===== src/logic/scope_pkg.sv =====
`default_nettype none

package scope_pkg;

    // One sample fills exactly one memory word
    localparam int sample_width = 32;

    typedef logic [sample_width-1:0] sample_t;

    // Byte addresses on the memory write port
    localparam int addr_width = 32;

    typedef logic [addr_width-1:0] addr_t;

    // Width of the pre-trigger sample count
    localparam int point_width = 16;

    // Address step between consecutive words of a record
    localparam addr_t word_bytes = addr_t'(sample_width / 8);

    // Defaults for the top-level sizing parameters
    localparam int default_channel_samples = 64;
    localparam int default_n_channels = 4;
    localparam int default_max_credits = 8;

endpackage

`default_nettype wire


===== src/logic/scope_trigger.sv =====
`timescale 1ns/1ns
`default_nettype none

module scope_trigger (
    input wire clock,
    input wire arst_n,
    input wire arm,
    input wire sample_valid,
    input wire scope_pkg::sample_t ch0_sample,
    input wire scope_pkg::sample_t trigger_level,
    input wire [scope_pkg::point_width-1:0] trigger_point,
    input wire dma_done,
    output logic capture_enable,
    output logic trigger
);

    logic fired;
    logic [scope_pkg::point_width-1:0] pre_count;
    scope_pkg::sample_t prev_ch0;
    logic eligible;
    logic crossing;

    // Enough history is stored once the count reaches the pre-trigger length
    assign eligible = pre_count >= trigger_point;

    // Rising crossing of the level, judged against the last accepted sample
    assign crossing = (ch0_sample >= trigger_level) && (prev_ch0 < trigger_level);

    always_ff @(posedge clock or negedge arst_n) begin
        if (!arst_n) begin
            capture_enable <= 1'b0;
            fired <= 1'b0;
            pre_count <= '0;
            trigger <= 1'b0;
        end else begin
            trigger <= 1'b0;
            if (dma_done) begin
                // End of record, wait for the next arm
                capture_enable <= 1'b0;
            end else if (arm && !capture_enable) begin
                capture_enable <= 1'b1;
                fired <= 1'b0;
                pre_count <= '0;
            end else if (capture_enable && sample_valid && !fired) begin
                if (eligible && crossing) begin
                    trigger <= 1'b1;
                    fired <= 1'b1;
                end else if (!eligible) begin
                    pre_count <= pre_count + 1'b1;
                end
            end
        end
    end

    // The previous channel 0 sample is tracked whether armed or not
    always_ff @(posedge clock or negedge arst_n) begin
        if (!arst_n) begin
            prev_ch0 <= '0;
        end else if (sample_valid) begin
            prev_ch0 <= ch0_sample;
        end
    end

endmodule

`default_nettype wire


===== config.mk =====
export PLATFORM = sky130hd
export DESIGN_NAME = scope_trigger
export DESIGN_NICKNAME = d
export VERILOG_FILES = /design/src/logic/scope_pkg.sv /design/src/logic/scope_trigger.sv
export SDC_FILE = /design/constraint.sdc
export NUM_CORES = 1
export LEC_CHECK = 0
export BUFFER_PORTS_ARGS = -buffer_cell sky130_fd_sc_hd__buf_2
export CAP_MARGIN = 20
export CORE_UTILIZATION = 45
export CTS_CLUSTER_DIAMETER = 60
export DETAILED_ROUTE_END_ITERATION = 7
export GPL_ROUTABILITY_DRIVEN = 0
export GPL_TIMING_DRIVEN = 0
export PLACE_DENSITY = 0.67
export SLEW_MARGIN = 20
export SYNTH_ARGS = -nofsm -noshare
export SYNTH_HDL_FRONTEND = slang
export SYNTH_SLANG_ARGS = --single-unit

===== constraint.sdc =====
create_clock -name clock -period 2.2 [get_ports clock]
set_input_delay 0.11 -clock clock [delete_from_list [all_inputs] [get_ports clock]]
set_output_delay 0.11 -clock clock [all_outputs]
set_load 0.01 [all_outputs]

# After elaboration in Yosys (flattened, before gate mapping)
# Cells that the tools add are included.
dict set report word_totals {
  register_bits 51
  out_inout_bits 2
  elab_cells 37
}
dict set report classes {
  eq_ne 2
  magnitude_cmp 3
  muxes 13
  n_reduce_logical 12
  addsub 1
  n_bitwise 1
}
# cell n
set ops {}
lappend ops {{$mux W16} 4}
lappend ops {{$ge A32 B32 Y1} 1}
lappend ops {{$lt A32 B32 Y1} 1}
lappend ops {{$add A16 B1 Y16 const B} 1}
lappend ops {{$ge A16 B16 Y1} 1}
lappend ops {{$mux W1} 9}
lappend ops {{$reduce_bool A2 Y1} 3}
lappend ops {{$logic_and A1 B1 Y1} 5}
lappend ops {{$reduce_and A4 Y1} 1}
lappend ops {{$reduce_and A3 Y1} 1}
lappend ops {{$logic_not A1 Y1} 2}
lappend ops {{$ne A2 B1 Y1 const B} 1}
lappend ops {{$ne A2 B2 Y1 const B} 1}
lappend ops {{$not A1 Y1} 1}

# Depth between registers and ports, before layout
dict set report logic_depth {
  word_depth 7
  depth_mapped 9
  mapped_depth_nobuf 8
}

# Least setup slack after synthesis
# OpenSTA, ideal clock, no wires.
dict set report synth_path {
  path_kind {register to register}
  from {register pre_count[11] (netlist bit)}
  to {register pre_count[8] (netlist bit)}
  path_buffers 0
  arrival_time_ns 2.129
  synth_period_minus_slack_ns 2.207
  setup_slack_ns -0.007
  stages_incl_launch_ff 8
  setup_ns 0.078
  required_time_ns 2.122
  cell_sequence {dfrtp_1 -> ha_1 -> a211oi_1 -> o211ai_1 -> a211oi_2 -> o21ai_2 -> or4_2 -> a21oi_1}
}
dict set report synth_via {
  elab_chain_len 4
  elab_cells_between_ends 5
  cone_classes {order compare (1); eq/ne (2); reduce/logical (2)}
}
# element line
set synth_rtl {}
lappend synth_rtl {{start, declared} scope_trigger.sv:18} ;# logic [scope_pkg::point_width-1:0] pre_count;
lappend synth_rtl {{start signal, assigned} scope_trigger.sv:49} ;# pre_count <= pre_count + 1'b1;
lappend synth_rtl {{$ge A16 B16 Y1 *} scope_trigger.sv:24} ;# assign eligible = pre_count >= trigger_point;
lappend synth_rtl {{$logic_and A1 B1 Y1} scope_trigger.sv:45} ;# if (eligible && crossing) begin
lappend synth_rtl {{$ne A2 B2 Y1 (no source line)} n/a}
lappend synth_rtl {{$reduce_and A4 Y1 (no source line) *} n/a}
# Every way passes the cells marked *; elsewhere a longest branch is shown, timed or not.
# A chain may end at the register's enable or synchronous reset.

# Worst setup path after layout
dict set report layout_path {
  from {register pre_count[11] (netlist bit)}
  to {register pre_count[3] (netlist bit)}
}
# Same word-level chain as after synthesis.

==> out/qor.log <==
[sta] maximum achievable frequency 0.448 GHz
[route] Routed Wire Length 8.93 mm
[run] number of maximum-capacitance constraint violations 0
[route] number of iterations in the first detailed-routing pass 4
[setup_path] Reg2Reg Setup Slack -0.03 ns
[placement] worst slack, placed -0.157 ns
[placement] post-detail-place hpwl 7.04 mm
[pwr] total power density per cell area 512 nW/um^2
[synth] post-synthesis net count 584
[global_route] wire length of the first global-routing pass 14.0 mm
[setup_path] library cell appearing most often on the critical path sky130_fd_sc_hd__a211oi_2
[layout] ratio of cells with drive above 1 in the final layout 30.7%
[clock_network] worst-case clock buffer depth 2
[global_route] vias in the first global route 3233
[layout] number of nets in the final layout 691
[setup_path] critical path cell sequence ha_4 -> a211oi_2 -> o211ai_1 -> a211oi_2 -> o21ai_2 -> clkbuf_8 -> or4_4 -> nand2_2
[hold_path] Worst Min Path Start dma_done
[placement] number of placed instances with taps included 612
[sta] Max Clock Skew 0.00449 ns
[pwr] Lkg Pwr 2.54 nW
[run_status] violations in the final reports negative setup slack
[synth] Seq cells post-synth 51
[synth] summed instance area of the synthesized netlist 4020 um^2
[pwr] maximum VDD drop 0.000284 V
[sta] Pins Over Slew Limit 0
[clock_network] clock tree from TritonCTS built
[die] die outline height 96.5 um
[global_route] gr usage total 19.3%
[setup_path] startpoint of the worst setup timing path pre_count[11]
[synth] top_reg_cell synth sky130_fd_sc_hd__dfrtp_1
[global_route] Congestion Overflow GR 0
[layout] count of placed standard cells in the final layout, fillers left out 635
[die] number of cell rows 34
[route] antenna-violating nets left 0
[setup_path] reg-to-reg startpoint pre_count[11]
[global_route] grt met2 use 34.1%
[placement] quantity of I/O buffers inserted on ports 85
[route] total number of vias 3423
[setup_path] slowest stage delay, CP 0.48 ns
[synth] Post-synth EDFFs 0
[synth] area fraction of the dominant cell type after synthesis 31.8%
[synth] count of warnings emitted by yosys 0
[setup_path] cell family contributing the most delay on the critical path compound AO/OA/AOI/OAI gates
[clock_network] number of CTS-inserted buffers 5
[sta] worst hold slack after final layout 0.0285 ns
[global_route] M1 GR Usage 24.5%
[clock_network] root buffer cell sky130_fd_sc_hd__clkbuf_8
[hold_path] hold crit path type input pin to flip-flop
[sta] Slew Limit Headroom 53.8%
[route] drt wl/cell 14.1 um
[clock_network] Clk Latency, worst-skew pair 0.30 ns
[synth] sequential cell area fraction in the yosys report 31.8%
[die] die span in x 96.5 um
[sta] Setup WS post-layout -0.0303 ns
[sta] final count of negative-setup-slack endpoints 6
[layout] Area growth, synth to finish 21.1%
[sta] post-layout minimum cycle time 2.23 ns
[synth] Syn Area/Cell 9.59 um^2
[layout] total inserted antenna cells 0
[synth] Post-synth ARST share 100%
[setup_path] Critical Path Source Type flip-flop
[clock_network] H-tree lvl count 2
[die] number of placed I/O pins 87
[clock_network] clk sinks 51
[synth] number of cells produced by synthesis 419
[layout] most common cell after layout, fill and taps aside sky130_fd_sc_hd__buf_2
[global_route] global routing's busiest layer met2
[synth] count of distinct cell types in the synthesized netlist 47
[synth] library cell with the largest summed area after synthesis sky130_fd_sc_hd__dfrtp_1
[setup_path] Crit. End Element flip-flop
[clock_network] clock slew at the register clock pins of the worst setup and hold paths 0.09 ns
[route] total DRC errors in the routed layout 0
[synth] most area-consuming cells after synthesis sky130_fd_sc_hd__dfrtp_1 32%, sky130_fd_sc_hd__ha_1 25%, sky130_fd_sc_hd__mux2_2 9.0%, sky130_fd_sc_hd__inv_1 5.0%, sky130_fd_sc_hd__a21oi_1 4.0%
[setup_path] required arrival time at the worst endpoint 2.44 ns
[sta] Worst Max-Slew Pin Slew 0.693 ns
[sta] unrepaired setup endpoints after global routing true
[global_route] met3 track utilization from global routing 2.74%
[global_route] number of antenna violations at the first check in global routing 0
[die] Initial Utilization 46.3%
[layout] commonest cells after routing, fill and taps aside 87 x sky130_fd_sc_hd__buf_2, 78 x sky130_fd_sc_hd__ha_1, 52 x sky130_fd_sc_hd__inv_1
[die] area of the core region 8680 um^2
[setup_path] WP data arrival 2.47 ns
[setup_path] category of the most critical setup path flip-flop to flip-flop
[die] Die Outline Area 9310 um^2
[setup_path] Critical-path top delay cell sky130_fd_sc_hd__or4_4
[sta] crit share post-route 101%
[setup_path] CP bufs+invs 1
[route] number of DRC markers after the initial detailed-route iteration 58
[route] per-cell via count in the routed design 5.39
[global_route] maximum number of pins on one net before global-route repair 52
[setup_path] maximum fanout along the worst path 6
[run_status] status finished, violations left
[sta] number of hold violations in the final report 0
==> area by class of cell <==
cell class | count | area, um^2
Timing Repair Buffer | 100 | 543
Clock buffer | 6 | 82.6
Sequential cell | 51 | 1280
Buffer | 9 | 51.3
Tap cell | 108 | 135
Clock inverter | 2 | 35.0
Fill cell | 804 | 3810
Multi-Input combinational cell | 306 | 2540
Inverter | 53 | 199
==> path summary, 6_finish.rpt <==
| check | endpoint | cells past startpoint |
|---|---|---|
| min | capture_enable | 2 |
| min reg2reg | fired | 2 |
| max reg2reg | pre_count[3] | 8 |
| max | pre_count[3] | 8 |
| max in group asynchronous | prev_ch0[20] | 2 |
| min in group asynchronous | pre_count[7] | 2 |
==> power by group <==
part | total [mW] | leakage, nW | switching [mW] | internal [mW]
logic | 0.709 | 1.84 | 0.354 | 0.355
registers | 1.09 | 0.635 | 0.0676 | 1.02
clock network | 0.691 | 0.0612 | 0.322 | 0.369
==> metal layers <==
layer	vias up	wire length [um]
met3	14	302
met5	-	0
met2	68	4310
met4	0	144
li1	1748	-
met1	1593	4170
==> cell usage after synthesis, drive strengths merged, types with 2 or more instances <==
cell type,number
ha,80
inv,53
dfrtp,51
nand2,34
a21oi,32
mux2,32
o21ai,15
nor2,13
nand4,11
o211ai,11
nand3,9
a21o,7
nor3,7
or4,7
a211oi,5
clkbuf,5
o31ai,5
and3,4
buf,4
o21a,4
or3,4
and4,3
o311ai,3
a2111oi,2
a221oi,2
nand2b,2
==> registers in the layout, summed over array words and instances, names as in the netlist <==
name,flops
pre_count,16
prev_ch0,32
capture_enable,1
trigger,1
fired,1
==> metrics by stage <==
stage | util (%) | TNS [ns] | power (mW) | cell area (um^2)
after floorplan | - | 0 | 1.52 | 4020
after global placement | 52.8 | -0.640 | 1.73 | 4580
after detailed placement | 52.8 | -0.923 | 1.76 | 4580
after CTS | 54.9 | -0.164 | 2.47 | 4760
after global routing | 56.1 | -1.12 | 2.67 | 4870
final | 56.1 | -0.0797 | 2.49 | 4870
==> timing repair <==
item | in CTS | in global routing
buffers inserted | 3 | 10
gates cloned | 0 | 1
hold buffers | 1 | 0
endpoints found under the hold margin | 51 | 0
gates resized for setup | 6 | 11
endpoints found under the setup margin | 11 | 15
pin swaps | 2 | 14
==> logic make-up after synthesis <==
family | count (synthesis) | synth area share, %
AND/OR/NAND/NOR | 101 | 13.3
flip-flops | 51 | 31.8
AO/OA/AOI/OAI | 91 | 14.6
adder cells (fa/ha/maj) | 80 | 24.9
buffers and inverters | 62 | 6.01
multiplexers | 33 | 9.22
XOR/XNOR | 1 | 0.218
Note: power is estimated with default switching activity, not from simulation.
