===== config.mk =====
export PLATFORM = sky130hd
export DESIGN_NAME = scope_serializer
export DESIGN_NICKNAME = d
export VERILOG_FILES = /design/src/logic/scope_pkg.sv /design/src/logic/scope_serializer.sv
export SDC_FILE = /design/constraint.sdc
export NUM_CORES = 1
export LEC_CHECK = 0
export BUFFER_PORTS_ARGS = -buffer_cell sky130_fd_sc_hd__buf_2
export CAP_MARGIN = 20
export CELL_PAD_IN_SITES_DETAIL_PLACEMENT = 0
export CELL_PAD_IN_SITES_GLOBAL_PLACEMENT = 1
export CORE_ASPECT_RATIO = 1.75
export CORE_MARGIN = 3
export CORE_UTILIZATION = 38
export CTS_CLUSTER_SIZE = 25
export DETAILED_ROUTE_END_ITERATION = 10
export GPL_TIMING_DRIVEN = 0
export PLACE_DENSITY = 0.82
export SETUP_SLACK_MARGIN = 0.3
export SYNTH_ARGS = -nofsm -noshare
export SYNTH_HDL_FRONTEND = slang
export SYNTH_SLANG_ARGS = --single-unit

===== constraint.sdc =====
create_clock -name clock -period 4.7 [get_ports clock]
set_input_delay 0.94 -clock clock [delete_from_list [all_inputs] [get_ports clock]]
set_output_delay 0.94 -clock clock [all_outputs]
set_load 0.005 [all_outputs]

===== src/logic/scope_pkg.sv =====
`default_nettype none

package scope_pkg;

    // One sample fills exactly one memory word
    localparam int sample_width = 32;

    typedef logic [sample_width-1:0] sample_t;

    // Byte addresses on the memory write port
    localparam int addr_width = 32;

    typedef logic [addr_width-1:0] addr_t;

    // Width of the pre-trigger sample count
    localparam int point_width = 16;

    // Address step between consecutive words of a record
    localparam addr_t word_bytes = addr_t'(sample_width / 8);

    // Defaults for the top-level sizing parameters
    localparam int default_channel_samples = 64;
    localparam int default_n_channels = 4;
    localparam int default_max_credits = 8;

endpackage

`default_nettype wire


===== src/logic/scope_serializer.sv =====
`timescale 1ns/1ns
`default_nettype none

module scope_serializer #(
    parameter int N_CHANNELS = scope_pkg::default_n_channels,
    parameter int CHANNEL_SAMPLES = scope_pkg::default_channel_samples
) (
    input wire clock,
    input wire arst_n,
    input wire [N_CHANNELS-1:0] buffer_full,
    input wire scope_pkg::sample_t [N_CHANNELS-1:0] rd_data,
    input wire ser_ready,
    input wire dma_done,
    output logic [N_CHANNELS-1:0] rd_select,
    output logic [$clog2(CHANNEL_SAMPLES)-1:0] rd_addr,
    output logic ser_valid,
    output scope_pkg::sample_t ser_data
);

    localparam int AW = $clog2(CHANNEL_SAMPLES);
    localparam int CH_W = (N_CHANNELS > 1) ? $clog2(N_CHANNELS) : 1;

    logic [CH_W-1:0] ch;
    logic [AW-1:0] idx;
    logic issue_done;

    // Read issued last cycle, its data is on rd_data now
    logic pend;
    logic [CH_W-1:0] pend_ch;

    // Two-entry output queue, head at entry 0
    scope_pkg::sample_t q_data [2];
    logic [1:0] q_count;

    logic pop;
    logic [2:0] occ_next;
    logic issue;

    assign pop = ser_valid && ser_ready;

    // Queue occupancy at the end of this cycle
    assign occ_next = {1'b0, q_count} + {2'b00, pend} - {2'b00, pop};

    // A new read lands next cycle, so it must find a free entry then
    assign issue = (&buffer_full) && !issue_done && (occ_next <= 3'd1);

    assign rd_select = issue ? (N_CHANNELS'(1) << ch) : '0;
    assign rd_addr = idx;

    assign ser_valid = q_count != 2'd0;
    assign ser_data = q_data[0];

    always_ff @(posedge clock or negedge arst_n) begin
        if (!arst_n) begin
            ch <= '0;
            idx <= '0;
            issue_done <= 1'b0;
            pend <= 1'b0;
            pend_ch <= '0;
            q_count <= '0;
        end else if (dma_done) begin
            ch <= '0;
            idx <= '0;
            issue_done <= 1'b0;
            pend <= 1'b0;
            pend_ch <= '0;
            q_count <= '0;
        end else begin
            pend <= issue;
            pend_ch <= ch;
            q_count <= occ_next[1:0];
            if (issue) begin
                if (&idx) begin
                    idx <= '0;
                    if (ch == CH_W'(N_CHANNELS - 1)) begin
                        issue_done <= 1'b1;
                    end else begin
                        ch <= ch + 1'b1;
                    end
                end else begin
                    idx <= idx + 1'b1;
                end
            end
        end
    end

    // On a simultaneous pop the incoming word goes one slot lower
    always_ff @(posedge clock) begin
        if (pop) begin
            q_data[0] <= q_data[1];
        end
        if (pend) begin
            if (pop) begin
                q_data[q_count == 2'd2] <= rd_data[pend_ch];
            end else begin
                q_data[q_count != 2'd0] <= rd_data[pend_ch];
            end
        end
    end

endmodule

`default_nettype wire


# Word level (Yosys, flattened, before mapping)
# Memories as Yosys holds them, arrays and structs flattened.
# Index checks and enable logic that the tools add are counted.
# op_classes
reduce_logical,13
n_mul,0
div_mod_pow,0
n_mux,27
n_lt_le_gt_ge,2
shifts,1
eq_ne,3
bitwise,0
n_addsub,4
# op_table
operator,count
binary-select mux 32 bit (select 2 bit),1
2-to-1 mux 32 bit,2
OR reduction 32 bit,1
2-to-1 mux 6 bit,3
2-to-1 mux 1 bit,14
2-to-1 mux 2 bit,6
nonzero test 2 bit,4
"adder 6 x 1 -> 6 bit, second input constant",1
AND reduction 3 bit,2
AND reduction 6 bit,1
"equality test 2 bit, second input constant",2
2-to-1 mux 4 bit,1
AND reduction 4 bit,1
"<< shifter 1 x 2 -> 4 bit, first input constant",1
adder 2 x 1 -> 3 bit,1
"<= comparator 3 x 1 -> 1 bit, second input constant",1
logical AND 1 bit,3
"< comparator 2 x 3 -> 1 bit, second input constant",1
subtractor 3 x 1 -> 3 bit,1
"adder 2 x 1 -> 2 bit, second input constant",1
"!= test 2 bit, second input constant",1
zero test 1 bit,1
# totals
romBits,0
latch_bits,0
in_bits,136
word_cells,57
mem_count,1
reg_bits,14
ram_bits,64
output_inout_bits,43
# memory_table
memory,depth,width,read_ports,rd_ports_with_merged_regs,wr,line,rtl
q_data,2,32,2,0,2,scope_serializer.sv:32,scope_pkg::sample_t q_data [2];

# Depth between registers and ports, before layout
# Gate-level depths: netlist (run 1).
# logic_depth
depth_word,7
depth_mapped,10
ltp_nobuf,9

# Worst setup path before layout (run 1)
# Ideal clock, no wire load.
# synth_timing
path_type,input port to flip-flop
start,in ser_ready
end,"mem q_data[1][0] (netlist name), enable pin"
setup_time_ns,0.470
slack_ns,0.766
path_buffers,0
path_stages,2
t_arrival_ns,3.463
required_ns,4.230
path_cell_list,nand2b_1 a21boi_0
# synth_rtl
element,line,rtl
from (decl),scope_serializer.sv:12,"input wire ser_ready,"
to (decl),scope_serializer.sv:32,

# Worst setup path in the final report (run 1)
# layout_timing
start,in ser_ready
end,out rd_select[1]
# layout_between
elab_chain_len,5
# layout_rtl
element,line,rtl
logical AND 1 bit,scope_serializer.sv:39,assign pop = ser_valid && ser_ready;
subtractor 3 x 1 -> 3 bit,scope_serializer.sv:42,"assign occ_next = {1'b0, q_count} + {2'b00, pend} - {2'b00, pop};"
<= comparator 3 x 1 -> 1 bit,scope_serializer.sv:45,assign issue = (&buffer_full) && !issue_done && (occ_next <= 3'd1);
logical AND 1 bit,scope_serializer.sv:45,
2-to-1 mux 4 bit,scope_serializer.sv:47,assign rd_select = issue ? (N_CHANNELS'(1) << ch) : '0;
to (decl),scope_serializer.sv:14,"output logic [N_CHANNELS-1:0] rd_select,"
# Every way passes these cells.

==> impl_metrics.toml, run 1 <==
[clock_tree]
clockRootBuffer = "clkbuf_16"
postCtsHoldBufs = 0
cts_tree = "done"
cts_setup_buffers = 0
clock_latency_ns = 0.33
cts_max_level = 3
clockBufferDepth = 2
cts_sinks = 78
cts_made_buffers = 9
clkTransAtPathRegs_ns = 0.06
cts_resized = 0

[global_route]
track_usage = 0.169
grt_max_degree = 33
grt_pass1_wl_mm = 16.3
grt_use_met2 = 0.303
met3_usage = 0.0482
grt_overflow = 0
top_usage_layer = "met2"
antenna_found_initial = 2
grt_pass1_vias = 3232
grt_use_met1 = 0.185

[timing]
drv_slew = 0
fmaxAchievable_ghz = 0.245
setup_viol = 0
setup_tns_ns = 0
hold_viol = 0
clock_skew_ns = 0.00713
worst_pin_slew_ns = 0.834
hold_ws_ns = 0.499
finalCritPeriodShare = 0.869
rsz0062_at_grt = "no"
min_period_ns = 4.09
slew_headroom = 0.444

[die]
fp.dieH_um = 146
io_pins = 179
initial_core_util = 0.393
core_um2 = 10800
placementRows = 50
die_area_um2 = 12600
die_x_um = 86.0

[routing]
drc_errors = 0
drtIter0Drc = 94
firstDrtPassIters = 4
ant_nets = 0
wl_mm = 10.3
viasPerCell = 5.15
wl_per_cell_um = 17.6
vias = 3013

[logic_synthesis]
synth-simple-area-share = 0.0553
synth_cell_type_count = 33
synth_area_per_cell_um2 = 16.6
synthArstFlopShare = 0.179
yosys-top-cells-area = "edfxtp_1, mux2_2, mux4_2, dfrtp_1, ha_1"
synthXorXnorAreaFrac = 0.00618
synth_compound_gate_area_share = 0.0141
ys_seq_area_frac = 0.534
synth.largest_area_cell = "edfxtp_1"
muxShareOfSynthArea = 0.347
synth_fa_ha_area_frac = 0.0224
synth_top_area_share = 0.452
syn_area_um2 = 4250
ys_seq_elements = 78
syn-instance-count = 257
yosys_warnings = 0
syn-num-nets = 400
synth_flop_cell = "edfxtp_1"
synth_edf_count = 64
synth_top_family_by_area = "multiplexers"

[final_layout]
final_util = 0.522
nets = 590
layout_common_cells = "buf_2, mux2_2, edfxtp_1"
final_layout_size_suffix_gt1_frac = 0.666
fin_cells = 585
area_growth_pct = 32.7
mostFrequentLayoutCell = "buf_2"

[critical_path]
cp-start-kind = "primary input"
arrival_ns = 3.15
worst_path_largest_cell_delay_ns = 0.65
r2r_setup_slack_ns = 1.86
crit_type = "primary input to output port"
ff2ff_path_depth = 10
path_common_cell = "buf_2"
endpoint_kind = "output port"
slowest_stage = "nor3_1"
path_max_fanout = 8
cp_data_required_time_ns = 3.76
path_cells = "buf_2 > nand2b_1 > nand2_1 > ha_1 > inv_1 > fa_1 > xor2_1 > nor3_1 > and2_1 > buf_2"

[power_and_ir_drop]
p_leak_nw = 2.28
p_per_area_nw_per_um2 = 271
ir_worst_vdd_mv = 0.178

[place]
dp_cells = 566
hpwl_mm = 7.96
portBuffers = 178
place.gp.congestion = 0.763

[min_path]
worstHoldPathType = "primary input to asynchronous set/reset pin"

[job]
drv_cap = 0

[run_status]
status = "complete, no violations"
==> metrics by stage <==
stage | cell area, um2 | power, mW | worst slack, ns
finish | 5650 | 1.53 | 0.615
global route | 5640 | 1.60 | 0.464
CTS | 5640 | 1.56 | 0.584
detailed placement | 5350 | 0.878 | 0.628
global placement | 5310 | 0.873 | -0.889
floorplan | 4250 | 0.806 | 0.766
==> worst max-delay path, delay by kind of cell <==
family	cells	cell delay [ns]
fa+ha+maj	2	0.54
simple gates	4	1.17
xor+xnor	1	0.21
buf+inv	3	0.28
==> cell families after synthesis <==
family | after synthesis
buffers and inverters | 21
adders and majority gates | 7
xor gates and xnor gates | 3
DFF | 78
and+or+nand+nor | 40
muxes | 99
AOI/OAI and AO/OA | 9
==> flip-flops by register name, summed over array words and instances, names as in the netlist <==
register / count
pend_ch: 2
rd_addr: 6
q_count: 2
issue_done: 1
q_data: 64
pend: 1
ch: 2
==> power by group <==
group	switching [mW]	leakage, nW	internal (mW)	total, mW
combinational	0.0408	1.37	0.0710	0.112
sequential	0.00274	0.772	0.747	0.750
clock	0.262	0.135	0.409	0.671
total	0.305	2.28	1.23	1.53
==> area by class of cell <==
| class | instances | area (um2) |
|---|---|---|
| timing repair buffer | 179 | 918 |
| antenna | 3 | 7.51 |
| buffer | 15 | 67.6 |
| multi-input combinational | 158 | 1900 |
| clock inverter | 6 | 62.6 |
| sequential | 78 | 2270 |
| tap | 130 | 163 |
| fill | 955 | 5180 |
| clock buffer | 10 | 229 |
| inverter | 6 | 22.5 |
==> worst paths after layout <==
kind / end / start
min in group clock: issue_done / issue_done
worst max register to register: ch[0] / q_count[0]
worst max-delay path: rd_select[1] / ser_ready
max in group asynchronous: rd_addr[5] / arst_n
worst min-delay path: rd_addr[0] / arst_n
worst min register to register: issue_done / issue_done
==> synthesized netlist by cell type (all sizes together), types with 2 or more instances <==
cell type,n
a21boi,2
a21oi,4
and2,4
buf,7
clkbuf,8
dfrtp,14
edfxtp,64
ha,6
inv,6
mux2,67
mux4,32
nand2,9
nand3,3
nor2,9
nor2b,2
nor4,4
or3,3
xnor2,2
==> layer usage <==
layer	up-vias	routed length, um
met3	8	633
met4	0	153
li1	1413	-
met1	1490	3580
met5	-	0
met2	102	5930
Power figures use the tool's default switching activity.
==> run 2, diff against run 1 <==
--- a/config.mk
+++ b/config.mk
@@ -7,7 +7,7 @@
 export LEC_CHECK = 0
 export BUFFER_PORTS_ARGS = -buffer_cell sky130_fd_sc_hd__buf_2
 export CAP_MARGIN = 20
-export CELL_PAD_IN_SITES_DETAIL_PLACEMENT = 0
+export CELL_PAD_IN_SITES_DETAIL_PLACEMENT = 1
 export CELL_PAD_IN_SITES_GLOBAL_PLACEMENT = 1
 export CORE_ASPECT_RATIO = 1.75
 export CORE_MARGIN = 3
@@ -15,6 +15,7 @@
 export CTS_CLUSTER_SIZE = 25
 export DETAILED_ROUTE_END_ITERATION = 10
 export GPL_TIMING_DRIVEN = 0
+export MAX_ROUTING_LAYER = met4
 export PLACE_DENSITY = 0.82
 export SETUP_SLACK_MARGIN = 0.3
 export SYNTH_ARGS = -nofsm -noshare
==> run 2 against run 1 <==
Sequential share of layout area rose by 0.11 points. Power fell by 0.30%. Register-to-register slack improved by 0.02 ns. First-iteration DRC count fell by 7.4%. Largest cell class unchanged.
==> impl_metrics.toml, run 2 (synthesis results as in run 1) <==
[routing]
drc_errors = 0
wl_per_cell_um = 19.5
vias = 3061
firstDrtPassIters = 4
ant_nets = 0
drtIter0Drc = 87
viasPerCell = 5.25
wl_mm = 11.4

[timing]
rsz0062_at_grt = "no"
clock_skew_ns = 0.00752
setup_viol = 0
hold_viol = 0
worst_pin_slew_ns = 0.850
finalWorstSetupSlack_ns = 0.596
finalCritPeriodShare = 0.873
slew_headroom = 0.434
min_period_ns = 4.10
fmaxAchievable_ghz = 0.244
drv_slew = 0

[place]
pre_cts_slack_ns = 0.550
dp_cells = 566
place.gp.congestion = 0.773
hpwl_mm = 8.95
portBuffers = 178

[critical_path]
crit_type = "primary input to output port"
ff2ff_path_depth = 10
endpoint_kind = "output port"
cp-start-kind = "primary input"
cp_data_required_time_ns = 3.76
arrival_ns = 3.16
path_max_fanout = 8
r2r_setup_slack_ns = 1.88

[clock_tree]
clkTransAtPathRegs_ns = 0.06
cts_sinks = 78
cts_made_buffers = 9
clockRootBuffer = "clkbuf_16"
postCtsHoldBufs = 0
cts_tree = "done"
cts_resized = 0
cts_max_level = 3
clockBufferDepth = 2
cts_setup_buffers = 0
clock_latency_ns = 0.33

[final_layout]
largest-register = "q_data"
mostFrequentLayoutCell = "buf_2"
largest_register_ff_count = 64
nets = 590
fin_cells = 583
layout_common_cells = "buf_2, mux2_2, edfxtp_1"
area_growth_pct = 32.4
final_layout_size_suffix_gt1_frac = 0.662
final_util = 0.520

[die]
die_area_um2 = 12600
die_x_um = 86.0
placementRows = 50
initial_core_util = 0.393
fp.dieH_um = 146
core_um2 = 10800
io_pins = 179

[power_and_ir_drop]
p_leak_nw = 2.28
p_per_area_nw_per_um2 = 271
ir_worst_vdd_mv = 0.172

[run_status]
status = "complete, no violations"

[global_route]
grt_max_degree = 33
grt_overflow = 0
met3_usage = 0.0397
track_usage = 0.189
grt_pass1_vias = 3461
grt_pass1_wl_mm = 17.7
grt_use_met1 = 0.191
top_usage_layer = "met2"
antenna_found_initial = 0
grt_use_met2 = 0.345

[job]
drv_cap = 0

[min_path]
worstHoldPathType = "primary input to asynchronous set/reset pin"
==> run 2: worst paths after layout <==
check,from,endpoint
min reg2reg,issue_done,issue_done
max in group asynchronous,arst_n,q_count[0]
min,arst_n,rd_addr[0]
max reg2reg,q_count[0],ch[1]
min in group clock,issue_done,issue_done
max,ser_ready,rd_select[2]
==> run 2: through the flow <==
step | hold WS [ns] | area, um2 | setup TNS (ns) | total power, mW
5_1_grt | 0.512 | 5630 | 0 | 1.59
3_5_place_dp | 0.519 | 5350 | 0 | 0.880
3_3_place_gp | 0.504 | 5310 | -28.37 | 0.873
4_1_cts | 0.510 | 5630 | 0 | 1.55
2_1_floorplan | 0.463 | 4250 | 0 | 0.806
6_report | 0.507 | 5630 | 0 | 1.53
==> run 2: routing by layer <==
| layer | wire [um] | share of wire |
|---|---|---|
| met1 | 3830 | 0.34 |
| met2 | 6630 | 0.58 |
| met3 | 622 | 0.055 |
| met4 | 314 | 0.028 |
| met5 | 0 | 0 |
==> run 2: layout make-up <==
type	instances	area (um2)
Clock inverter	6	52.6
Tap cell	130	163
Sequential cell	78	2270
Antenna cell	1	2.50
Timing Repair Buffer	179	918
Fill cell	1141	5190
Multi-Input combinational cell	158	1900
Clock buffer	10	229
Buffer	15	67.6
Inverter	6	22.5
==> run 2: where the power goes <==
group          total, mW  internal, mW  switching [mW]
sequential         0.750         0.747         0.00285
clock              0.663         0.405           0.259
combinational      0.114        0.0711          0.0432
==> run 2: worst max-delay path: stages <==
cell and delay [ns]:
buf_2 0.12, nand2b_1 0.19, nand2_1 0.10, ha_1 0.14, inv_1 0.05, fa_1 0.37, xor2_1 0.21, nor3_1 0.70
and2_1 0.23, buf_2 0.11
