### src/logic/scope_pkg.sv
`default_nettype none

package scope_pkg;

    // One sample fills exactly one memory word
    localparam int sample_width = 32;

    typedef logic [sample_width-1:0] sample_t;

    // Byte addresses on the memory write port
    localparam int addr_width = 32;

    typedef logic [addr_width-1:0] addr_t;

    // Width of the pre-trigger sample count
    localparam int point_width = 16;

    // Address step between consecutive words of a record
    localparam addr_t word_bytes = addr_t'(sample_width / 8);

    // Defaults for the top-level sizing parameters
    localparam int default_channel_samples = 64;
    localparam int default_n_channels = 4;
    localparam int default_max_credits = 8;

endpackage

`default_nettype wire

### src/logic/scope_dma_writer.sv
`timescale 1ns/1ns
`default_nettype none

module scope_dma_writer #(
    parameter int MAX_CREDITS = scope_pkg::default_max_credits,
    parameter int N_CHANNELS = scope_pkg::default_n_channels,
    parameter int CHANNEL_SAMPLES = scope_pkg::default_channel_samples
) (
    input wire clock,
    input wire arst_n,
    input wire scope_pkg::addr_t base_addr,
    input wire ser_valid,
    input wire scope_pkg::sample_t ser_data,
    input wire credit_return,
    output logic ser_ready,
    output logic wr_valid,
    output scope_pkg::addr_t wr_addr,
    output scope_pkg::sample_t wr_data,
    output logic dma_done
);

    localparam int TOTAL = N_CHANNELS * CHANNEL_SAMPLES;
    localparam int IW = $clog2(TOTAL);
    localparam int CRW = $clog2(MAX_CREDITS + 1);

    logic [CRW-1:0] credits;
    logic [IW-1:0] word_idx;
    logic accept;
    logic last_word;
    logic wr_last;

    // The credit is spent on acceptance, the beat follows one cycle later
    assign ser_ready = credits != '0;
    assign accept = ser_valid && ser_ready;
    assign last_word = word_idx == IW'(TOTAL - 1);

    always_ff @(posedge clock or negedge arst_n) begin
        if (!arst_n) begin
            credits <= CRW'(MAX_CREDITS);
            word_idx <= '0;
            wr_valid <= 1'b0;
            wr_last <= 1'b0;
            dma_done <= 1'b0;
        end else begin
            wr_valid <= accept;
            wr_last <= accept && last_word;
            dma_done <= wr_last;

            // A beat and a return in the same cycle cancel out
            if (accept && !credit_return) begin
                credits <= credits - 1'b1;
            end else if (!accept && credit_return) begin
                credits <= credits + 1'b1;
            end

            if (accept) begin
                word_idx <= last_word ? '0 : word_idx + 1'b1;
            end
        end
    end

    always_ff @(posedge clock) begin
        if (accept) begin
            wr_data <= ser_data;
            wr_addr <= base_addr + scope_pkg::addr_t'(word_idx) * scope_pkg::word_bytes;
        end
    end

endmodule

`default_nettype wire

### config.mk
export PLATFORM = sky130hd
export DESIGN_NAME = scope_dma_writer
export DESIGN_NICKNAME = d
export VERILOG_FILES = /design/src/logic/scope_pkg.sv /design/src/logic/scope_dma_writer.sv
export SDC_FILE = /design/constraint.sdc
export NUM_CORES = 1
export LEC_CHECK = 0
export BUFFER_PORTS_ARGS = -buffer_cell sky130_fd_sc_hd__buf_2
export CORE_MARGIN = 2
export CORE_UTILIZATION = 40
export DETAILED_ROUTE_END_ITERATION = 10
export PLACE_DENSITY = 0.66
export REMOVE_ABC_BUFFERS = 1
export SLEW_MARGIN = 15
export SYNTH_ARGS = -nofsm -noshare
export SYNTH_HDL_FRONTEND = slang
export SYNTH_SLANG_ARGS = --single-unit
### constraint.sdc
create_clock -name clock -period 6.7 [get_ports clock]
set_input_delay 1.675 -clock clock [delete_from_list [all_inputs] [get_ports clock]]
set_output_delay 1.675 -clock clock [all_outputs]
set_load 0.005 [all_outputs]
# After elaboration in Yosys (flattened, before gate mapping)
# Cells that the tools add are included.
# classes
add_sub_neg	4
eq_ne	1
n_mux	3
reduce_logical	8
# op_table
operator	n
32-bit by 10-bit adder with 32-bit output	1
8-bit by 1-bit adder with 8-bit output (second input constant)	1
8-bit equality test (second input constant)	1
4-bit two-way mux	2
8-bit two-way mux	1
4-bit by 1-bit adder with 4-bit output (second input constant)	1
1-bit logical AND	4
4-bit nonzero test	1
4-bit by 1-bit subtractor with 4-bit output (second input constant)	1
1-bit logical NOT	2
2-bit nonzero test	1
# word_totals
regBits	79
input_bits	68
output_inout_bits	67
elab_cells	23

# Depth between registers and ports, before layout
# Gate-level depths: netlist of run 1.
# logic_depth
word_depth	6
mapped_depth	9
mapped_depth_nobuf	9

# Worst setup path before layout of run 1
# Ideal clock, no wire load.
# synth_path
path_kind	input-to-reg
startpoint	in ser_valid
endpoint	reg credits[2]
setup_time_ns	0.128
arrival_time_ns	4.774
t_required_ns	6.572
path_slack_ns	1.799
stages	9
n_path_buf	0
path_cell_list	o41ai_4 > clkinv_1 > ha_1 > xor2_1 > ha_1 > a21oi_1 > xor2_1 > nor2_1 > xor2_1
# synth_via
elab_chain_cells	4
elab_cells_between_ends	6
classes_between	1 x mux; 5 x reduce/logical
# synth_lines
item	line_no	text
start, declared	scope_dma_writer.sv:12	input wire ser_valid,
1-bit logical AND (*)	scope_dma_writer.sv:34	assign accept = ser_valid && ser_ready;
named net accept	scope_dma_writer.sv:28	logic accept;
1-bit logical NOT	scope_dma_writer.sv:52	end else if (!accept && credit_return) begin
1-bit logical AND	scope_dma_writer.sv:52	
2-bit nonzero test (no source line)	n/a	
end signal, assigned	scope_dma_writer.sv:39	credits <= CRW'(MAX_CREDITS);
end signal, assigned	scope_dma_writer.sv:51	credits <= credits - 1'b1;
end signal, assigned	scope_dma_writer.sv:53	credits <= credits + 1'b1;
end, declared	scope_dma_writer.sv:26	logic [CRW-1:0] credits;
# Mark *: on every way through the listed nets, which the timed path passes. The rest lies on a longest branch.
# A chain may end at the register's enable or synchronous reset.

# Final worst setup path of run 1
# layout_path
startpoint	in base_addr[2]
endpoint	reg wr_addr[24], data pin
# layout_via
elab_chain_cells	1
# layout_lines
item	line_no	text
start, declared	scope_dma_writer.sv:11	input wire scope_pkg::addr_t base_addr,
32-bit by 10-bit adder with 32-bit output	scope_dma_writer.sv:65	wr_addr <= base_addr + scope_pkg::addr_t'(word_idx) * scope_pkg::word_bytes;
end signal, assigned	scope_dma_writer.sv:65	
end, declared	scope_dma_writer.sv:17	output scope_pkg::addr_t wr_addr,
# Every way passes these cells.

==> results of run 1 <==
-- worst max-delay path, cell delays in order --
cell and delay [ns]:
sky130_fd_sc_hd__buf_2 0.08, sky130_fd_sc_hd__ha_1 0.19, sky130_fd_sc_hd__inv_1 0.07, sky130_fd_sc_hd__fa_1 0.40, sky130_fd_sc_hd__nand2b_1 0.20, sky130_fd_sc_hd__a211oi_1 0.22
sky130_fd_sc_hd__buf_4 0.22, sky130_fd_sc_hd__o2111ai_1 0.16, sky130_fd_sc_hd__xnor2_1 0.17
-- layout make-up --
cell class,count,area share
inverters,11,0.009167
repair buffers,137,0.1539
flip-flops and latches,79,0.5103
clock inverters,7,0.01583
multi-input cells,149,0.2533
well taps,108,0.03000
clock buffers,9,0.02750
-- synthesized netlist by cell type (all sizes together), types with 7 or more instances --
cell type and n:
xnor2 23, o21ai 8, xor2 15, edfxtp 64, a21oi 12, dfrtp 14, inv 10, nand2 10
a211oi 8, nor2 7, ha 12, nand3 8
-- flip-flops by register name (all words and copies together), names as in the netlist --
| register | flops |
|---|---|
| word_idx | 8 |
| wr_addr | 32 |
| dma_done | 1 |
| wr_last | 1 |
| wr_data | 32 |
| wr_valid | 1 |
| credits | 4 |
-- power groups by stage --
stage | Sequential [uW] | Combinational, uW | Clock (uW)
after floorplan | 739 | 210 | 0
after global placement | 735 | 360 | 0
after detailed placement | 738 | 368 | 0
after CTS | 728 | 372 | 364
after global routing | 741 | 415 | 387
final | 726 | 366 | 354
-- through the flow --
| stage | utilization | setup slack, ns | hold WS (ns) | cell area, um2 |
|---|---|---|---|---|
| global route | 0.5242 | 3.191 | 0.3925 | 4504 |
| CTS | 0.5242 | 3.377 | 0.3653 | 4504 |
| finish | 0.5242 | 3.404 | 0.3625 | 4504 |
| global placement | 0.5015 | 2.839 | 0.3380 | 4309 |
| floorplan | - | 1.799 | 0.3312 | 3481 |
| detailed placement | 0.5015 | 3.018 | 0.3371 | 4309 |
-- cell families (layout without fill, tap and decap cells) --
family,Yosys count,after routing,synth area share
buffers and inverters,16,164,0.01892
multiplexers,1,1,0.003212
adder cells (fa/ha/maj),13,13,0.04854
XOR/XNOR,38,38,0.09493
AO/OA/AOI/OAI,47,47,0.09529
AND/OR/NAND/NOR,50,50,0.08351
flip-flops,79,79,0.6556
-- metal layers --
layer | routed length, um | up-vias
met5 | 0 | -
met4 | 120 | 0
met3 | 388 | 10
met2 | 3722 | 80
met1 | 3421 | 1172
li1 | - | 1209
-- how the worst min path moves through the flow --
stage | startpoint | to | slack, ns | depth (start not counted)
2_1_floorplan | wr_last$_DFF_PN0_ | dma_done$_DFF_PN0_ | 0.33 | 0
5_1_grt | wr_last$_DFF_PN0_ | dma_done$_DFF_PN0_ | 0.39 | 0
6_report | wr_last$_DFF_PN0_ | dma_done$_DFF_PN0_ | 0.36 | 0
4_1_cts | wr_last$_DFF_PN0_ | dma_done$_DFF_PN0_ | 0.37 | 0
3_5_place_dp | wr_last$_DFF_PN0_ | dma_done$_DFF_PN0_ | 0.34 | 0
3_3_place_gp | wr_last$_DFF_PN0_ | dma_done$_DFF_PN0_ | 0.34 | 0
==> results, run 1 <==
- The cell area power density is 320.9 mW/mm2.
- The fraction of final layout cells sized beyond drive strength 1 is 0.4082.
- For this run, global-route usage on met1 was measured as 0.2113.
- The library cells used most frequently in the layout, excluding fill and tap cells, are 134 x sky130_fd_sc_hd__buf_2, 64 x sky130_fd_sc_hd__edfxtp_1, 23 x sky130_fd_sc_hd__xnor2_1.
- Across the VDD grid, the largest voltage drop is approximately 150 uV.
- Detailed routing inserted a total of 2471 vias.
- The clock net in this run drives a total of 79 sinks.
- Of the total power, combinational logic draws 0.253.
- Across the whole layout, storage elements account for ~0.0023 mm2.
- The number of fill cells is 783.
- Of the synthesized area, sequential elements account for 0.6556.
- The initial core utilization is 0.4080.
- Subtracting the final worst setup slack from the clock period gives roughly 3.3 ns.
- The number of nets with antenna violations after detailed routing is 0.
- Of the post-synthesis cell area, the dominant cell type holds 0.5482.
- Setup repair after global routing left no endpoint under its margin.
- The number of global-route vias before repair is between 2000 and 2500.
- The top-level port count is about 140.
- Max-cap violations in this run came to 0.
- The actual transition at the worst max-transition pin is about 0.9 ns.
- For this run, the top clock speed supported by timing is roughly 0.3 GHz.
- Across the routed clock network, the largest skew measured is between 0.009 and 0.01 ns.
- The longest clock path from root to sink contains 2 buffers.
- The total setup violations reported at the end of the flow is 0.
- Entering global routing, the biggest net connects 74 pins.
- The final net count is 468.
- The floorplan die area is ~0.0095 mm2.
- The post-route setup TNS is 0 ns.
- For this run, design rule violations remaining after detail routing come to 0.
- The height of the die is between 90 and 100 um.
- The kind of launch point of the worst setup path is a primary input.
- The post-synthesis instance area is between 0.003 and 0.004 mm2.
- The clock latency at the later pin of the worst-skew pair is about 0.35 ns.
- The end point of the critical path is wr_addr[24]$_DFFE_PP_.
- From synthesis to final layout, the design area changed by 28.48%.
- Internal power comes to between 900 and 1000 uW.
- The number of synthesized flops with an enable pin is 64.
- Global routing finished with a remaining overflow of 0.
- The critical path is of the in -> reg type.
- The number of cells on the worst reg-to-reg path is 8.
- The normalized max-slew margin is 0.3796.
- For met2 alone, demand over resource in global routing was 0.2631.
- The final RePlAce weighted congestion is between 0.8 and 0.9.
- Buffers added to address setup during post-CTS repair amount to 0.
- TritonCTS built the clock tree.
- The share of flip-flops with an asynchronous set or reset is 0.1899.
- The area inside the core boundary is between 0.008 and 0.009 mm2.
- The number of gates resized after CTS is 0.
- The capture instance of the worst register-to-register path is credits[3]$_DFFE_PN1P_.
- Summed over all cells, the static leakage comes to roughly 0.002 uW.
- The detail-routed via count per cell is between 4 and 5.
- The share of total power dissipated in sequential elements is 0.502.
- For this run, the leading register cell type out of synthesis is sky130_fd_sc_hd__edfxtp_1.
- The clock root buffer master is sky130_fd_sc_hd__clkbuf_8.
- The die width is around 98 um.
- The met3 layer usage reported by global route is 0.03309.
- Of the total power, the share spent switching nets is 0.3084.
- The number of H-tree levels is 3.
- The total power is 1445 uW.
- Yosys attributes the largest share of cell area to sky130_fd_sc_hd__edfxtp_1 55%, sky130_fd_sc_hd__dfrtp_1 10%, sky130_fd_sc_hd__xnor2_1 5.7%, sky130_fd_sc_hd__ha_1 4.3%, sky130_fd_sc_hd__xor2_1 3.7%.
- The floorplan row count is 34.
- In this run the most used layer during global routing was met2.
- STA classifies the critical path endpoint as a register.
- For the worst setup path, the data arrival time is approximately 3.4 ns.
- The number of placed instances, taps included is roughly 480.
- The synthesized instance count is approximately 240.
- The routed design has 7652 um of wire.
- The repair_antennas step left the layout with diodes totalling 0.
- The length of the first detailed-routing pass in iterations is 4.
- The number of distinct library cell variants in the gate-level netlist after synthesis is 44.
- The initial antenna violation count was 0.
- At the worst endpoint, the required time is 6.80 ns.
- The dominant cell type by area after synthesis is sky130_fd_sc_hd__edfxtp_1.
- The leading cell type in the layout, fill and taps excluded is sky130_fd_sc_hd__buf_2.
- Leaving out filler cells and counting taps, the final layout contains 500.
- The flow ran to the end, and the final reports show no timing, DRC or antenna violations.
- After legalization and detailed placement, the total HPWL measured approximately 5600 um.
- In this run the register-to-register setup slack is 3.99 ns.
- The count of pins over their slew limit came to 0.
- Synthesis inferred 79 register bits.
- The synthesized area per cell is 14.37 um2.
- The number of buffers inserted by port buffering is between 100 and 150.
- The part of the cycle the worst path needs is 0.4920.
- The maximum fanout along the worst path is 11.
- The net switching component of the power is roughly 450 uW.
- The count of warnings emitted by yosys is 0.
- The number of DRC violations after detailed-routing iteration 0 is between 50 and 60.
- The timing startpoint of the critical path is base_addr[2].
- After detailed routing, the average wire length per cell comes to 15.30 um.
- After clock tree synthesis, the clock-pin slew on the worst setup and hold paths is about 0.09 ns.
- The startpoint identified for the worst register-to-register timing path is credits[0]$_DFFE_PN0P_.
- The type of the worst min-delay path is reg -> reg.
- The clock buffer count from CTS is 9.
- The global-route wire length before repair is between 10000 and 15000 um.
- The total area of multi-input combinational cells is 0.001141 mm2.
- The final count of hold timing violations was 0.
- The total of hold buffers inserted after clock tree synthesis is 0.
- For this run, the total global-route usage over all layers was measured as 0.1621.
- Of the total power, the clock network draws 0.245.
Note: power is estimated with default switching activity, not from simulation.
==> run 2: changes to the inputs <==
==> constraint.sdc (replaced) <==
create_clock -name clock -period 3.4 [get_ports clock]
set_input_delay 0.85 -clock clock [delete_from_list [all_inputs] [get_ports clock]]
set_output_delay 0.85 -clock clock [all_outputs]
set_load 0.005 [all_outputs]
==> results, run 2 (synthesis results as in run 1) <==
- The capture instance of the worst register-to-register path is credits[3]$_DFFE_PN1P_ (unchanged).
- The required time of the critical path came to 3.67 ns (was 6.80 ns).
- The number of gates resized after CTS is 0 (unchanged).
- The part of the cycle the worst path needs is 0.7561.
- The clock root buffer master is sky130_fd_sc_hd__clkbuf_8 (unchanged).
- The capturing element type of the critical path is a register (unchanged).
- The reg2reg setup slack is 0.83 ns (was 3.99 ns).
- The global-route wire length before repair was 11970 um (was 12040 um).
- The number of H-tree levels is 3 (unchanged).
- The data arrival time of the critical path is 2.84 ns (was 3.39 ns).
- The normalized max-slew margin was 0.4560 (was 0.3796).
- The length of the first detailed-routing pass in iterations is 5 (was 4).
- The number of nets with antenna violations after detailed routing is 0 (unchanged).
- The total setup violations reported at the end of the flow is 0 (unchanged).
- The CTS tree was done (unchanged).
- The worst flop-to-flop path startpoint is credits[0]$_DFFE_PN0P_ (unchanged).
- The slowest stage cell on the critical path is sky130_fd_sc_hd__o41ai_4 (was sky130_fd_sc_hd__fa_1).
- The final net count came to 469 (was 468).
- The number of clock sinks is 79 (unchanged).
- The number of buffers inserted by port buffering is 134 (unchanged).
- The final worst clock skew is 0.008896 ns (was 0.009855 ns).
- Top Registers: wr_addr: 32 flops, wr_data: 32 flops, word_idx: 8 flops (unchanged).
- The total congestion overflow is 0 (unchanged).
- The type of the worst min-delay path is reg -> reg (unchanged).
- The final RePlAce weighted congestion came to 0.7775 (was 0.8110).
- The global router's overall resource usage came to 0.1594 (was 0.1621).
- The fraction of final layout cells sized beyond drive strength 1 is 0.4097 (was 0.4082).
- The path type of the worst setup path is reg -> reg (was in -> reg).
- The synthesis-to-layout area growth is 28.77% (was 28.48%).
- The antenna diode count is 0 (unchanged).
- The floorplan row count was 34 (unchanged).
- The clock-pin transition on the worst setup and hold timing paths is 0.08 ns (was 0.09 ns).
- The delay of the slowest cell on the worst path came to 0.51 ns (was 0.40 ns).
- The height of the die is 97.62 um (unchanged).
- Most frequent cells in the layout: 134 x sky130_fd_sc_hd__buf_2, 64 x sky130_fd_sc_hd__edfxtp_1, 23 x sky130_fd_sc_hd__xnor2_1 (unchanged).
- The clock latency at the later pin of the worst-skew pair was 0.34 ns (was 0.35 ns).
- The total power is 2855 uW (was 1445 uW).
- The final count of hold timing violations was 0 (unchanged).
- The area taken by flip-flops and latches is 0.002298 mm2 (unchanged).
- The initial antenna violation count is 0 (unchanged).
- The reported leakage power was 0.001946 uW (was 0.001945 uW).
- The number of DRC violations after detailed-routing iteration 0 is 59 (was 52).
- The final wirelength came to 7649 um (was 7652 um).
- The count of pins over their slew limit is 0 (unchanged).
- The number of DRC violations after detailed routing is 0 (unchanged).
- The clock period could shrink to around 2.6 ns.
- The fmax is roughly 0.39 GHz.
- The floorplan die area is 0.009530 mm2 (unchanged).
- The area inside the core boundary is 0.008593 mm2 (unchanged).
- The clock buffer count from CTS is 9 (unchanged).
- The end point of the critical path is credits[3]$_DFFE_PN1P_ (was wr_addr[24]$_DFFE_PP_).
- The kind of launch point of the worst setup path is a register (was primary input).
- The number of buffers on the longest clock path is 2 (unchanged).
- The maximum fanout along the worst path was 32 (was 11).
- The final HPWL from detailed placement is 5689 um (was 5576 um).
- The number of fill cells is 753 (was 783).
- The leading cell type in the layout, fill and taps excluded was sky130_fd_sc_hd__buf_2 (unchanged).
- Cell-by-cell trace of the critical path: o41ai_4 -> inv_2 -> buf_4 -> ha_1 -> nor4bb_1 -> a211oi_1 -> a211oi_1 -> xor2_1 (was buf_2 -> ha_1 -> inv_1 -> fa_1 -> nand2b_1 -> a211oi_1 -> buf_4 -> o2111ai_1 -> xnor2_1).
- The timing startpoint of the critical path is credits[0]$_DFFE_PN0P_ (was base_addr[2]).
- The most numerous cell type found on the critical path is sky130_fd_sc_hd__a211oi_1.
- Status: complete, no violations (unchanged).
- The max-cap check violation count is 0 (unchanged).
- The die width came to 97.62 um (unchanged).
- The pin count of the biggest net entering global routing is 42 (was 74).
- The number of cells on the worst reg-to-reg path is 8 (unchanged).
- The total area of multi-input combinational cells came to 0.001141 mm2 (unchanged).
- The number of buffers inserted by post-CTS setup repair is 0 (unchanged).
- The largest vdd supply drop is 266.7 uV (was 147.2 uV).
- The worst hold-check slack is 0.3545 ns (was 0.3625 ns).
- The detailed-route via count came to 2500 (was 2471).
- Unrepaired setup endpoints after global routing: false (unchanged).
- The top-level port count is 135 (unchanged).
- The actual transition at the worst max-transition pin was 0.8105 ns (was 0.9245 ns).
- The average wire per cell in the routed design came to 15.27 um (was 15.30 um).
- The cell area power density is 632.4 mW/mm2 (was 320.9 mW/mm2).
- The initial core utilization is 0.4080 (unchanged).
- The number of global-route vias before repair is 2421 (was 2436).
- The total of hold buffers inserted after clock tree synthesis is 0 (unchanged).
- The detail-routed via count per cell is 4.990 (was 4.942).
[run 2: worst max-delay path, delay by kind of cell (launching register included)]
| family | cells | cell delay (ns) |
|---|---|---|
| XOR/XNOR | 1 | 0.18 |
| flip-flops | 1 | 0.49 |
| AO/OA/AOI/OAI | 3 | 0.88 |
| buffers and inverters | 2 | 0.34 |
| adder cells (fa/ha/maj) | 1 | 0.28 |
| AND/OR/NAND/NOR | 1 | 0.32 |
[run 2: power breakdown]
group	internal (uW)	leakage (uW)	switching, uW	total [uW]
logic	335	0.00105	390	725
clock network	343	0.0000891	353	696
registers	1300	0.000810	136	1430
[run 2: metrics by stage]
stage	utilization	std cells	setup WS [ns]	setup TNS [ns]	cell area [um2]
6_report	0.5253	501	0.8294	0	4514
5_1_grt	0.5253	501	0.6915	0	4514
4_1_cts	0.5253	501	0.6674	0	4514
3_5_place_dp	0.5023	485	0.3268	0	4317
3_3_place_gp	0.5023	485	0.3889	0	4317
2_1_floorplan	-	239	-0.6765	-1.877	3481
[run 2: final cells by class]
class	instances	share of cell area
Multi-Input combinational cell	149	0.2528
Sequential cell	79	0.5091
Clock buffer	10	0.02827
Inverter	11	0.009146
Clock inverter	6	0.01552
Timing Repair Buffer	138	0.1552
Tap cell	108	0.02993
[run 2: worst min path at each step]
stage | from | endpoint | slack (ns) | cells after the start
after global routing | wr_last$_DFF_PN0_ | dma_done$_DFF_PN0_ | 0.36 | 0
after CTS | wr_last$_DFF_PN0_ | dma_done$_DFF_PN0_ | 0.36 | 0
after detailed placement | wr_last$_DFF_PN0_ | dma_done$_DFF_PN0_ | 0.34 | 0
final | wr_last$_DFF_PN0_ | dma_done$_DFF_PN0_ | 0.35 | 0
after floorplan | wr_last$_DFF_PN0_ | dma_done$_DFF_PN0_ | 0.33 | 0
after global placement | wr_last$_DFF_PN0_ | dma_done$_DFF_PN0_ | 0.34 | 0
[run 2: routing by layer]
layer / share of wire / track usage / routed length [um]
met3: 0.063 / 0.03597 / 483
met1: 0.44 / 0.2110 / 3371
met4: 0.017 / 0.07158 / 129
met5: 0 / 0 / 0
met2: 0.48 / 0.2515 / 3664
==> run 3: changes to the inputs <==
--- a/config.mk
+++ b/config.mk
@@ -5,11 +5,12 @@
 export SDC_FILE = /design/constraint.sdc
 export NUM_CORES = 1
 export LEC_CHECK = 0
+export ABC_AREA = 1
 export BUFFER_PORTS_ARGS = -buffer_cell sky130_fd_sc_hd__buf_2
 export CORE_MARGIN = 2
 export CORE_UTILIZATION = 40
 export DETAILED_ROUTE_END_ITERATION = 10
-export PLACE_DENSITY = 0.66
+export PLACE_DENSITY = 0.65
 export REMOVE_ABC_BUFFERS = 1
 export SLEW_MARGIN = 15
 export SYNTH_ARGS = -nofsm -noshare
==> constraint.sdc (replaced) <==
create_clock -name clock -period 2.7 [get_ports clock]
set_input_delay 0.675 -clock clock [delete_from_list [all_inputs] [get_ports clock]]
set_output_delay 0.675 -clock clock [all_outputs]
set_load 0.005 [all_outputs]
==> results, run 3 <==
- The synthesized area per cell is 9.139 um2 (was 14.37 um2).
- The initial antenna violation count is 0 (unchanged).
- The worst hold-check slack came to 0.2155 ns (was 0.3545 ns).
- The top-level port count is 135 (unchanged).
- The final count of hold timing violations is 0 (unchanged).
- The reg2reg setup slack is 0.45 ns (was 0.83 ns).
- The net switching component of the power was 1443 uW (was 879.3 uW).
- The number of synthesized flops with an enable pin is 64 (unchanged).
- The number of gates resized after CTS is 0 (unchanged).
- The detail-routed via count per cell is 4.754 (was 4.990).
- The post-route core utilization is 0.5221 (was 0.5253).
- The area share of the largest cell type after synthesis is 0.4704 (was 0.5482).
- The global-route wire length before repair is 15480 um (was 11970 um).
- The total of hold buffers inserted after clock tree synthesis came to 0 (unchanged).
- The clock share of power is 0.237 (was 0.244).
- The final worst clock skew was 0.01126 ns (was 0.008896 ns).
- The pin count of the biggest net entering global routing is 56 (was 42).
- The detailed-route via count is 3475 (was 2500).
- The clock-pin transition on the worst setup and hold timing paths was 0.09 ns (was 0.08 ns).
- The routed metal-1 wire length is 4083 um (was 3371 um).
- The library cell appearing most often on the critical path is sky130_fd_sc_hd__nand2_1 (was sky130_fd_sc_hd__a211oi_1).
- The fraction of final layout cells sized beyond drive strength 1 is 0.2843 (was 0.4097).
- The switching share of total power is 0.3458 (was 0.3080).
- The CTS tree is done (unchanged).
- The met3 routed wirelength is 635 um (was 483 um).
- The number of standard cells in the final layout excluding fillers was 731 (was 501).
- The type of the worst min-delay path is in -> async (was reg -> reg).
- The routed wire length on met2 is 4635 um (was 3664 um).
- The average wire per cell in the routed design is 13.04 um (was 15.27 um).
- The clock buffer count from CTS is 9 (unchanged).
- The count of warnings emitted by yosys was 0 (unchanged).
- The slowest stage cell on the critical path is sky130_fd_sc_hd__dfrtp_1 (was sky130_fd_sc_hd__o41ai_4).
- The height of the die came to 105.1 um (was 97.62 um).
- The global router's overall resource usage was 0.1786 (was 0.1594).
- The part of the cycle the worst path needs is 0.8349 (was 0.7561).
- Most frequent cells in the layout: 148 x sky130_fd_sc_hd__nand2_1, 134 x sky130_fd_sc_hd__buf_2, 64 x sky130_fd_sc_hd__inv_1, 64 x sky130_fd_sc_hd__edfxtp_1, 41 x sky130_fd_sc_hd__nand3_1 (was 134 x sky130_fd_sc_hd__buf_2, 64 x sky130_fd_sc_hd__edfxtp_1, 23 x sky130_fd_sc_hd__xnor2_1).
- The synthesized instance count is 447 (was 244).
- The area inside the core boundary is 0.009864 mm2 (was 0.008593 mm2).
- The number of buffers inserted by post-CTS setup repair was 0 (unchanged).
- The portion of total power attributed to sequential cells is 0.444 (was 0.502).
- The leading cell type in the layout, fill and taps excluded is sky130_fd_sc_hd__nand2_1 (was sky130_fd_sc_hd__buf_2).
- The capturing element type of the critical path is a register (unchanged).
- The number of buffers on the longest clock path is 2 (unchanged).
- The commonest register cell after synthesis was sky130_fd_sc_hd__edfxtp_1 (unchanged).
- The clock latency at the later pin of the worst-skew pair was 0.36 ns (was 0.34 ns).
- The post-route minimum period came to 2.254 ns (was 2.571 ns).
- The delay of the slowest cell on the worst path is 0.44 ns (was 0.51 ns).
- The sequential fraction of the synthesis area is 0.5626 (was 0.6556).
- The required time of the critical path came to 2.82 ns (was 3.67 ns).
- Top Registers: wr_addr: 32 flops, wr_data: 32 flops, word_idx: 8 flops (unchanged).
- The number of DRC violations after detailed-routing iteration 0 came to 233 (was 59).
- The internal power consumption came to 2729 uW (was 1976 uW).
- The setup slack at placement is 0.1654 ns (was 0.3268 ns).
- The floorplan die area is 0.01104 mm2 (was 0.009530 mm2).
- The max-cap check violation count is 0 (unchanged).
- The data arrival time of the critical path is 2.38 ns (was 2.84 ns).
- The number of clock sinks is 79 (unchanged).
- The actual transition at the worst max-transition pin came to 0.6525 ns (was 0.8105 ns).
- Top cell types by occurrence after synthesis: 148 x sky130_fd_sc_hd__nand2_1, 65 x sky130_fd_sc_hd__inv_1, 64 x sky130_fd_sc_hd__edfxtp_1 (was 64 x sky130_fd_sc_hd__edfxtp_1, 23 x sky130_fd_sc_hd__xnor2_1, 15 x sky130_fd_sc_hd__xor2_1).
- The length of the first detailed-routing pass in iterations came to 6 (was 5).
- The count of pins over their slew limit came to 0 (unchanged).
- The portion of total power attributed to combinational logic is 0.319 (was 0.254).
- The dominant cell type by area after synthesis was sky130_fd_sc_hd__edfxtp_1 (unchanged).
- The largest vdd supply drop is 373.6 uV (was 266.7 uV).
- Cell-by-cell trace of the critical path: ha_1 -> inv_1 -> fa_1 -> inv_1 -> nand3_1 -> nand3_1 -> nand3_1 -> nand2_1 -> nand2_1 -> nand2_1 -> nand2_1 (was o41ai_4 -> inv_2 -> buf_4 -> ha_1 -> nor4bb_1 -> a211oi_1 -> a211oi_1 -> xor2_1).
- The number of register bits inferred by synthesis is 79 (unchanged).
- The path type of the worst setup path was reg -> reg (unchanged).
- The normalized max-slew margin was 0.5650 (was 0.4560).
- The total congestion overflow is 0 (unchanged).
- The highest metal layer with signal wires is met4 (unchanged).
- The fmax is 0.4436 GHz (was 0.3890 GHz).
- The final RePlAce weighted congestion is 0.8945 (was 0.7775).
- The post-synthesis instance area is 0.004085 mm2 (was 0.003506 mm2).
- The final HPWL from detailed placement came to 7469 um (was 5689 um).
- The number of placed instances, taps included is 715 (was 485).
- The total setup violations reported at the end of the flow was 0 (unchanged).
- The most instantiated library cell after synthesis is sky130_fd_sc_hd__nand2_1 (was sky130_fd_sc_hd__edfxtp_1).
- Synth top area cells: sky130_fd_sc_hd__edfxtp_1 47%, sky130_fd_sc_hd__nand2_1 14%, sky130_fd_sc_hd__dfrtp_1 8.6%, sky130_fd_sc_hd__inv_1 6.0%, sky130_fd_sc_hd__nand3_1 5.0% (was sky130_fd_sc_hd__edfxtp_1 55%, sky130_fd_sc_hd__dfrtp_1 10%, sky130_fd_sc_hd__xnor2_1 5.7%, sky130_fd_sc_hd__ha_1 4.3%, sky130_fd_sc_hd__xor2_1 3.7%).
- The synthesis-to-layout area growth came to 26.06% (was 28.77%).
- The final worst slack came to 0.4458 ns (was 0.8294 ns).
- The number of distinct library cell variants in the gate-level netlist after synthesis was 29 (was 44).
- The antenna diode count is 0 (unchanged).
- The maximum fanout along the worst path was 5 (was 32).
- Status: complete, no violations (unchanged).
- The number of DRC violations after detailed routing is 0 (unchanged).
- The number of buffers inserted by port buffering is 134 (unchanged).
- The number of nets with antenna violations after detailed routing came to 0 (unchanged).
- The clock root buffer master was sky130_fd_sc_hd__clkbuf_8 (unchanged).
- The floorplan row count is 36 (was 34).
- The kind of launch point of the worst setup path is a register (unchanged).
- The final wirelength was 9532 um (was 7649 um).
- Unrepaired setup endpoints after global routing: false (unchanged).
- The number of H-tree levels is 3 (unchanged).
- The number of global-route vias before repair came to 3325 (was 2421).
- The total power is 4172 uW (was 2855 uW).
- The reported leakage power was 0.002525 uW (was 0.001946 uW).
- The final net count came to 674 (was 469).
- The cell area power density was 810.0 mW/mm2 (was 632.4 mW/mm2).
- The die width is 105.1 um (was 97.62 um).
- The initial core utilization was 0.4141 (was 0.4080).
- The share of flip-flops with an asynchronous set or reset came to 0.1899 (unchanged).
-- run 3: cell count changes in the layout (fill, tap and decap cells not counted), moves of 8 or more --
cell / previous run / this run
sky130_fd_sc_hd__nand2_1: 10 / 148
sky130_fd_sc_hd__a211oi_1: 8 / 0
sky130_fd_sc_hd__nand3b_1: 0 / 9
sky130_fd_sc_hd__nand3_1: 7 / 41
sky130_fd_sc_hd__a21oi_1: 12 / 3
sky130_fd_sc_hd__xnor2_1: 23 / 3
sky130_fd_sc_hd__inv_1: 10 / 64
sky130_fd_sc_hd__nor2_1: 7 / 30
-- run 3: final cells by class --
type / instances / area [um2]
Fill cell: 924 / 4715
Sequential cell: 79 / 2298
Multi-Input combinational cell: 299 / 1523
Timing Repair Buffer: 137 / 693.2
Inverter: 67 / 251.5
Tap cell: 133 / 166.4
Clock buffer: 9 / 123.9
Clock inverter: 7 / 93.84
-- run 3: through the flow --
step | instance area, um2 | TNS (ns)
finish | 5150 | 0
global route | 5150 | 0
CTS | 5150 | 0
detailed placement | 4932 | 0
global placement | 4932 | 0
floorplan | 4073 | -2.396
-- run 3: cells by family (layout without fill, tap and decap cells) --
kind of cell,count (synthesis),after routing,share of synthesized area
AO/OA/AOI/OAI,15,15,0.02021
XOR/XNOR,15,15,0.03400
adder cells (fa/ha/maj),13,13,0.04165
buffers and inverters,69,220,0.06462
flip-flops,79,79,0.5626
AND/OR/NAND/NOR,256,256,0.2769
-- run 3: critical path: cells and delay by family (launching register included) --
family / cells / cell delay (ns)
and+or+nand+nor: 7 / 0.78
adders and majority gates: 2 / 0.62
DFF: 1 / 0.44
buffers and inverters: 2 / 0.19
-- run 3: path summary, 6_finish.rpt --
path | depth (start not counted) | end | start
hold reg to reg | 0 | dma_done$_DFF_PN0_ | wr_last$_DFF_PN0_
setup reg to reg | 11 | wr_addr[26]$_DFFE_PP_ | word_idx[0]$_DFFE_PN0P_
min in group clock | 0 | dma_done$_DFF_PN0_ | wr_last$_DFF_PN0_
hold / removal | 1 | word_idx[7]$_DFFE_PN0P_ | arst_n
max in group asynchronous | 1 | credits[3]$_DFFE_PN1P_ | arst_n
setup / recovery | 11 | wr_addr[26]$_DFFE_PP_ | word_idx[0]$_DFFE_PN0P_
-- run 3: power groups by stage --
stage,clock network [uW],registers [uW],logic (uW)
floorplan,0,1890,787
global placement,0,1870,1290
detailed placement,0,1880,1330
CTS,1010,1850,1340
global route,1060,1890,1510
finish,989,1850,1330
-- run 3: per-layer routing --
metal,vias to the layer above,track usage
met5,-,0
li1,1741,-
met2,138,0.3052
met3,17,0.03805
met4,0,0.06667
met1,1579,0.2216
